`config.mk`:
```
export PLATFORM = sky130hd
export DESIGN_NAME = ahb_output_stage
export DESIGN_NICKNAME = d
export VERILOG_FILES = /design/src/source/ahb_op_pkg.sv /design/src/source/ahb_output_stage.sv /design/src/source/op_addr_mux.sv /design/src/source/op_arbiter.sv /design/src/source/op_data_phase.sv
export SDC_FILE = /design/constraint.sdc
export NUM_CORES = 1
export LEC_CHECK = 0
export BUFFER_PORTS_ARGS = -buffer_cell sky130_fd_sc_hd__buf_2
export CAP_MARGIN = 20
export CORE_AREA = 2 2 133 135
export DETAILED_ROUTE_END_ITERATION = 16
export DIE_AREA = 0 0 135 137
export PLACE_DENSITY = 0.46
export SYNTH_ARGS = -nofsm -noshare
export SYNTH_HDL_FRONTEND = slang
export SYNTH_SLANG_ARGS = --single-unit
```
`constraint.sdc`:
```
create_clock -name HCLK -period 2.25 [get_ports HCLK]
set_input_delay 0.45 -clock HCLK [delete_from_list [all_inputs] [get_ports HCLK]]
set_output_delay 0.45 -clock HCLK [all_outputs]
set_load 0.03 [all_outputs]
```
`src/source/ahb_op_pkg.sv`:
```
// --------------------------------------
// AHB types for the output stage. Port index is 3 bits, max 8 ports
// User sideband buses are not carried
// --------------------------------------

package ahb_op_pkg;

  // --------------------------------------
  // Field widths
  // --------------------------------------
  parameter int PORT_IDX_W = 3;             // Port index width

  typedef logic [PORT_IDX_W-1:0] port_idx_t; // Input port number
  typedef logic [31:0]           haddr_t;    // HADDR
  typedef logic [31:0]           hdata_t;    // HWDATA
  typedef logic [2:0]            hsize_t;    // HSIZE
  typedef logic [2:0]            hburst_t;   // HBURST
  typedef logic [3:0]            hprot_t;    // HPROT
  typedef logic [3:0]            hmaster_t;  // HMASTER

  // HTRANS encoding, bit 1 marks an active transfer
  typedef enum logic [1:0]
  {
    IDLE   = 2'b00,                         // No transfer
    BUSY   = 2'b01,                         // Burst paused
    NONSEQ = 2'b10,                         // First beat
    SEQ    = 2'b11                          // Following beats
  } htrans_e;

  // --------------------------------------
  // Address-phase control of one port
  // --------------------------------------
  typedef struct packed
  {
    logic     sel;                          // HSEL
    haddr_t   addr;                         // HADDR
    htrans_e  trans;                        // HTRANS
    logic     write;                        // HWRITE
    hsize_t   size;                         // HSIZE
    hburst_t  burst;                        // HBURST
    hprot_t   prot;                         // HPROT
    hmaster_t master;                       // HMASTER
    logic     mastlock;                     // HMASTLOCK
  } ahb_ctrl_t;                             // 51 bits

endpackage

```
`src/source/ahb_output_stage.sv`:
```
// --------------------------------------
// Output stage for one shared slave, ports 0 to NUM_PORTS-1
// NUM_PORTS must not exceed 8
// --------------------------------------

module ahb_output_stage
  import ahb_op_pkg::*;
#(
  parameter int NUM_PORTS = 3                       // Input stages, up to 8
)
(
  input  logic                        HCLK,         // AHB clock
  input  logic                        HRESETn,      // Sync reset, active low
  input  ahb_ctrl_t [NUM_PORTS-1:0]   i_port_ctrl,  // From input stages
  input  logic      [NUM_PORTS-1:0]   i_held_tran,  // Pending transfers
  input  hdata_t    [NUM_PORTS-1:0]   i_port_wdata, // Write data per port
  input  logic                        i_hreadyoutm, // Slave HREADYOUT
  output ahb_ctrl_t                   o_ctrl,       // Address/control to slave
  output logic      [NUM_PORTS-1:0]   o_active,     // Active port, one-hot
  output hdata_t                      o_hwdatam,    // HWDATA to slave
  output logic                        o_hreadymuxm  // HREADY to slave
);

  // --------------------------------------
  // Internal wiring
  // --------------------------------------
  port_idx_t grant_port;                // Registered grant
  logic      no_port;                   // No port granted
  ahb_ctrl_t muxed_ctrl;                // Granted port control
  logic      hready_mux;                // Phase completion

  op_arbiter #(.NUM_PORTS(NUM_PORTS)) u_arbiter
  (
    .HCLK         (HCLK),
    .HRESETn      (HRESETn),
    .i_port_ctrl  (i_port_ctrl),
    .i_held_tran  (i_held_tran),
    .i_muxed_ctrl (muxed_ctrl),         // Burst and lock feedback
    .i_hready     (hready_mux),
    .o_grant_port (grant_port),
    .o_no_port    (no_port)
  );

  op_addr_mux #(.NUM_PORTS(NUM_PORTS)) u_addr_mux
  (
    .i_port_ctrl  (i_port_ctrl),
    .i_grant_port (grant_port),
    .i_no_port    (no_port),
    .o_ctrl       (muxed_ctrl),
    .o_active     (o_active)
  );

  op_data_phase #(.NUM_PORTS(NUM_PORTS)) u_data_phase
  (
    .HCLK         (HCLK),
    .HRESETn      (HRESETn),
    .i_grant_port (grant_port),
    .i_sel        (muxed_ctrl.sel),
    .i_port_wdata (i_port_wdata),
    .i_hreadyoutm (i_hreadyoutm),
    .o_hwdata     (o_hwdatam),
    .o_hready     (hready_mux)
  );

  assign o_ctrl       = muxed_ctrl;
  assign o_hreadymuxm = hready_mux;

endmodule

```
`src/source/op_addr_mux.sv`:
```
// --------------------------------------
// Purely combinational. Output is all zeros with no grant
// --------------------------------------

module op_addr_mux
  import ahb_op_pkg::*;
#(
  parameter int NUM_PORTS = 3                       // Input stages, up to 8
)
(
  input  ahb_ctrl_t [NUM_PORTS-1:0]   i_port_ctrl,  // Per-port address/control
  input  port_idx_t                   i_grant_port, // Granted port
  input  logic                        i_no_port,    // Nothing granted
  output ahb_ctrl_t                   o_ctrl,       // Control to slave
  output logic      [NUM_PORTS-1:0]   o_active      // One-hot active port
);

  // --------------------------------------
  // Address/control select
  // --------------------------------------
  always_comb
  begin
    o_ctrl = '0;                          // IDLE, sel low
    for (int p = 0; p < NUM_PORTS; p++)
    begin
      if (!i_no_port && (i_grant_port == port_idx_t'(p)))
      begin
        o_ctrl = i_port_ctrl[p];          // Whole struct passes through
      end
    end
  end

  // --------------------------------------
  // Active decode
  // --------------------------------------
  always_comb
  begin
    for (int p = 0; p < NUM_PORTS; p++)
    begin
      // Index out of range decodes to nothing
      o_active[p] = !i_no_port && (i_grant_port == port_idx_t'(p));
    end
  end

endmodule

```
`src/source/op_arbiter.sv`:
```
// --------------------------------------
// Fixed priority, port 0 highest. Grant is held during bursts
// and locked sequences, and moves only on HREADY edges
// --------------------------------------

module op_arbiter
  import ahb_op_pkg::*;
#(
  parameter int NUM_PORTS = 3                       // Input stages, up to 8
)
(
  input  logic                        HCLK,         // AHB clock
  input  logic                        HRESETn,      // Sync reset, active low
  input  ahb_ctrl_t [NUM_PORTS-1:0]   i_port_ctrl,  // Per-port address/control
  input  logic      [NUM_PORTS-1:0]   i_held_tran,  // Pending transfer per port
  input  ahb_ctrl_t                   i_muxed_ctrl, // Control of granted port
  input  logic                        i_hready,     // Phase done
  output port_idx_t                   o_grant_port, // Registered grant
  output logic                        o_no_port     // Nothing granted
);

  // --------------------------------------
  // Requests and hold terms
  // --------------------------------------
  logic [NUM_PORTS-1:0] req;              // Per-port request
  logic                 hsel_lock;        // Locked sequence in progress
  logic                 next_hsel_lock;   // Next lock flag
  logic                 hlock_arb;        // Lock masked by select
  logic                 burst_hold;       // Burst still running
  logic                 hold_grant;       // Keep current grant
  port_idx_t            grant_port;       // Grant register
  logic                 no_port;          // No-grant register
  port_idx_t            next_grant;       // Grant to load
  logic                 next_no_port;     // No-grant to load

  always_comb
  begin
    for (int p = 0; p < NUM_PORTS; p++)
    begin
      req[p] = i_held_tran[p] & i_port_ctrl[p].sel;   // Held transfer aimed here
    end
  end

  // Lock survives a select drop mid-sequence until HMASTLOCK falls
  always_comb
  begin
    if (i_muxed_ctrl.sel && i_muxed_ctrl.trans[1] && i_muxed_ctrl.mastlock)
      next_hsel_lock = 1'b1;              // Locked active transfer seen
    else if (!i_muxed_ctrl.mastlock)
      next_hsel_lock = 1'b0;              // Lock released
    else
      next_hsel_lock = hsel_lock;
  end

  assign hlock_arb  = i_muxed_ctrl.mastlock & (hsel_lock | i_muxed_ctrl.sel);
  assign burst_hold = i_muxed_ctrl.sel &
                      ((i_muxed_ctrl.trans == BUSY) || (i_muxed_ctrl.trans == SEQ));
  assign hold_grant = hlock_arb | burst_hold;

  // --------------------------------------
  // Next grant
  // --------------------------------------
  always_comb
  begin
    next_grant   = grant_port;            // Index kept when idle
    next_no_port = 1'b1;
    if (hold_grant)
    begin
      next_no_port = no_port;             // Stay on current port
    end
    else
    begin
      // Walk down so the lowest index wins
      for (int p = NUM_PORTS - 1; p >= 0; p--)
      begin
        if (req[p])
        begin
          next_grant   = port_idx_t'(p);
          next_no_port = 1'b0;
        end
      end
    end
  end

  // --------------------------------------
  // Registers, HREADY edges only
  // --------------------------------------
  always_ff @(posedge HCLK)
  begin
    if (!HRESETn)
    begin
      hsel_lock  <= 1'b0;
      grant_port <= '0;
      no_port    <= 1'b1;                 // Idle out of reset
    end
    else if (i_hready)
    begin
      hsel_lock  <= next_hsel_lock;
      grant_port <= next_grant;
      no_port    <= next_no_port;
    end
  end

  assign o_grant_port = grant_port;
  assign o_no_port    = no_port;

endmodule

```
`src/source/op_data_phase.sv`:
```
// --------------------------------------
// Data phase follows the address phase by one HREADY edge
// Wait states from the slave stall every register
// --------------------------------------

module op_data_phase
  import ahb_op_pkg::*;
#(
  parameter int NUM_PORTS = 3                       // Input stages, up to 8
)
(
  input  logic                        HCLK,         // AHB clock
  input  logic                        HRESETn,      // Sync reset, active low
  input  port_idx_t                   i_grant_port, // Address-phase port
  input  logic                        i_sel,        // Muxed HSEL
  input  hdata_t    [NUM_PORTS-1:0]   i_port_wdata, // Per-port write data
  input  logic                        i_hreadyoutm, // Slave HREADYOUT
  output hdata_t                      o_hwdata,     // Write data to slave
  output logic                        o_hready      // HREADYMUX
);

  port_idx_t data_port;                 // Port owning the data phase
  logic      slave_sel;                 // Slave selected in data phase
  logic      hready;                    // Internal HREADY

  // --------------------------------------
  // HREADY generation
  // --------------------------------------
  // Only a selected slave can insert wait states
  assign hready = slave_sel ? i_hreadyoutm : 1'b1;

  // --------------------------------------
  // Data-phase registers
  // --------------------------------------
  always_ff @(posedge HCLK)
  begin
    if (!HRESETn)
    begin
      data_port <= '0;
      slave_sel <= 1'b0;                // Ready high after reset
    end
    else if (hready)
    begin
      data_port <= i_grant_port;        // Address phase moves to data
      slave_sel <= i_sel;
    end
  end

  // Write data mux
  always_comb
  begin
    o_hwdata = '0;
    for (int p = 0; p < NUM_PORTS; p++)
    begin
      if (data_port == port_idx_t'(p))
        o_hwdata = i_port_wdata[p];
    end
  end

  assign o_hready = hready;

endmodule

```
# Word-level counts from Yosys, hierarchy flattened
# Cells that the tools add are included.
# totals
regBits,9
in_bits,255
output_inout_bits,87
# op_classes
eq_ne,7
n_bitwise,8
n_mux,15
reduce_logical,13
# op_table
operator,count
51-bit 2-to-1 mux,3
32-bit 2-to-1 mux,3
3-bit 2-to-1 mux,3
3-bit by 1-bit == test with 1-bit output (second input constant),2
3-bit by 2-bit == test with 1-bit output (second input constant),2
3-bit zero test,2
1-bit 2-to-1 mux,6
1-bit bitwise AND,5
1-bit logical AND,5
2-bit AND reduction,2
3-bit AND reduction,1
3-bit nonzero test,1
2-bit by 1-bit == test with 1-bit output (second input constant),1
2-bit == test (second input constant),1
2-bit != test (second input constant),1
1-bit OR,2
1-bit zero test,1
1-bit logical OR,1
1-bit NOT,1

# Logic depth before layout (Yosys ltp)
# logic_depth
word_depth,11
depth_mapped,7
depth_no_buf,5

# By module
# From an unflattened synthesis, not the netlist that was laid out.
# hier_totals
cells_unflattened,368
area_unflattened_um2,2745.1
# modules_own_cells
module,area_per_inst_um2,seq_area_each_um2,n_inst,cells_per_inst
op_data_phase,1487.7,80.1,1,163
op_addr_mux,1039.7,0.0,1,179
op_arbiter,217.7,80.1,1,26

# Worst setup path before layout
# No wires, ideal clock.
# synth_path
kind,register to output
startpoint,"reg u_arbiter.grant_port[0], in the netlist u_arbiter.o_grant_port[0]"
endpoint,out o_ctrl[20] in the netlist's numbering
path_stages_with_launch,8
path_slack_ns,0.113
required_ns,1.800
arrival_ns,1.687
cell_sequence,dfxtp_1 buf_2 buf_2 nor2b_1 buf_2 buf_2 a21oi_1 nor2_1
# synth_lines
element,line,text
from (decl),op_arbiter.sv:31,port_idx_t grant_port;
from (signal assigned),op_arbiter.sv:99,grant_port <= next_grant;
to (decl),ahb_output_stage.sv:18,"output ahb_ctrl_t o_ctrl,"

==> impl_metrics.csv <==
group,metric,value,unit
cts,clk_latency,230,ps
grt,first_global_vias,3493,
setup_path,worst_setup_path_end_kind,"output pin",
cts,path_clk_slew,40,ps
layout,mostFrequentLayoutCells,"buf_2 (341), nor2_1 (99), mux2i_1 (82), a21oi_1 (48), nand2_1 (42)",
route,drc,0,
yosys,synth_warnings,0,
layout,layout.nets,963,
sta,fin_ws,74.4,ps
grt,grt_pass1_wl,17400,um
outcome,status,"completed",
place,dpl.hpwl,10400,um
yosys,synth-seq-area-share,0.0602,
cts,cts.sinks,7,
setup_path,critPathKind,"reg2out",
setup_path,worstPathMaxFanout,29,
sta,max_slew.worst_pin.slew,358,ps
floorplanning,core_area,17100,um2
route,wl,12300,um
cts,cts_tree,"yes",
place,pre_cts_slack,300,ps
cts,cts_resized,0,
yosys,synth_nets,633,
layout,mostFrequentLayoutCell,"buf_2",
cts,postCtsSetupBuffers,0,
route,avgRoutedWirePerCell,13.2,um
yosys,yosysUniqueCellTypes,32,
floorplanning,dieArea,18500,um2
sta,finalHoldViolations,0,
sta,hold_slack,494,ps
yosys,syn_area,2330,um2
route,first_pass_iters,4,
setup_path,slowest_delay,480,ps
route,drtIter0Drc,134,
cts,numCtsBuffers,3,
place,port_buffers,341,
sta,fin_crit,2180,ps
sta,finalCritPeriodShare,0.967,
yosys,ys_seq_elements,7,
setup_path,cp_data_required_time,1800,ps
cts,htreeDepth,1,
cts,clockRootBuffer,"clkbuf_16",
route,vias,3825,
grt,grt_start_max_net_pins,54,
setup_path,arrival,1730,ps
pwr,peakVddDrop,0.185,mV
flow_run,drv_cap,0,
floorplanning,die_y,137,um
layout,nFillCells,1943,
layout,area_growth,90.9,%
sta,max_freq,460,MHz
hold_path,hold_path_class,"in2reg",
pwr,pwr_density_cell,396,nW/um2
floorplanning,std_cell_rows,48,
floorplanning,die_w,135,um
route,viasPerCell,4.10,
floorplanning,initial_core_util,0.136,
setup_path,worstPathCellList,"buf_12 > mux2i_1 > nor2_1 > a21oi_1 > nor2_1 > buf_2",
yosys,synth_cells,378,
cts,cts-hold-fix-buffers,0,
place,gp_congestion,0.867,
sta,relSlewSlack,0.760,
sta,drv_slew,0,
yosys,syn_area_per_cell,6.15,um2
setup_path,crit_top_cell,"nor2_1",
setup_path,worst-path-buf-inv,2,
sta,skew,1.22,ps
floorplanning,io_pins,342,
setup_path,crit_path_top_delay_cell,"dfxtp_4",
sta,tns,0,ps
pwr,p_leak,2.28,nW
layout,antennaDiodeCount,0,
cts,cts_buffer_depth,2,
sta,rsz0062_at_grt,"no",
grt,antenna_found_initial,0,
setup_path,start_kind,"flip-flop",
pwr,p_total,1.76,mW
sta,setup_viol,0,
route,postRouteAntennaNets,0,
setup_path,crit_family,"flip-flops",
layout,drive_above_1_share,0.533,
grt,overflow,0,
grt,grt_use_total,0.117,
cell type report:
type / count / area, um2 / area share
inverters: 1 / 3.75 / 0.000846
flip-flops and latches: 7 / 148 / 0.0333
multi-input cells: 333 / 2010 / 0.453
well taps: 225 / 282 / 0.0634
clock buffers: 4 / 78.8 / 0.0178
repair buffers: 362 / 1910 / 0.431
through the flow:
stage,utilization,area (um2),std cells
global route,0.260,4440,932
detailed placement,0.256,4360,928
global placement,0.256,4360,928
finish,0.260,4440,932
CTS,0.260,4440,932
floorplan,-,2330,378
worst paths after layout:
| kind | startpoint | to | slack (ps) | cells after the start |
|---|---|---|---|---|
| hold reg to reg | u_arbiter.hsel_lock | u_arbiter.hsel_lock | 510 | 2 |
| setup / recovery | u_arbiter.o_grant_port[1] | o_ctrl[34] | 70 | 6 |
| setup reg to reg | u_arbiter.o_grant_port[1] | u_arbiter.o_grant_port[1] | 510 | 6 |
| hold / removal | HRESETn | u_arbiter.o_no_port | 490 | 2 |
registers in the layout, indices dropped and copies added, names as in the netlist:
name and cells:
u_arbiter.o_grant_port 2, u_data_phase.data_port 2, u_arbiter.hsel_lock 1, u_arbiter.o_no_port 1
u_data_phase.slave_sel 1
power by group:
group	total [mW]	internal, mW	switching [mW]
sequential	0.160	0.135	0.0255
clock	0.309	0.236	0.0726
combinational	1.29	0.520	0.769
logic make-up after synthesis:
group / count (synthesis) / synth area share
flip-flops: 7 / 0.0602
multiplexers: 84 / 0.369
AO/OA/AOI/OAI: 94 / 0.221
AND/OR/NAND/NOR: 155 / 0.271
buffers and inverters: 38 / 0.0785
cell usage after synthesis (all sizes together):
| cell type | instances | area share |
|---|---|---|
| nor2b | 4 | 0.011 |
| mux2i | 83 | 0.36 |
| a21oi | 48 | 0.10 |
| o21a | 3 | 0.0097 |
| o211ai | 1 | 0.0032 |
| inv | 1 | 0.0016 |
| nand4 | 1 | 0.0027 |
| a22oi | 2 | 0.0086 |
| a21boi | 2 | 0.0065 |
| mux2 | 1 | 0.0065 |
| nor3b | 3 | 0.0097 |
| and4bb | 1 | 0.0054 |
| buf | 20 | 0.049 |
| nor3 | 1 | 0.0021 |
| a221oi | 1 | 0.0065 |
| nor2 | 99 | 0.16 |
| clkbuf | 17 | 0.027 |
| or2 | 2 | 0.0065 |
| nand3b | 2 | 0.0065 |
| o22ai | 1 | 0.0027 |
| o21ai | 34 | 0.073 |
| dfxtp | 7 | 0.060 |
| nand2 | 42 | 0.068 |
| o221a | 1 | 0.0048 |
| a31oi | 1 | 0.0027 |
per-layer routing:
layer / track usage / vias up / wire (um)
li1: - / 1957 / -
met1: 0.128 / 1659 / 4620
met4: 0.0179 / 0 / 114
met5: 0 / - / 0
met3: 0.0237 / 12 / 1050
met2: 0.235 / 197 / 6560
Note: power is estimated with default switching activity, not from simulation.
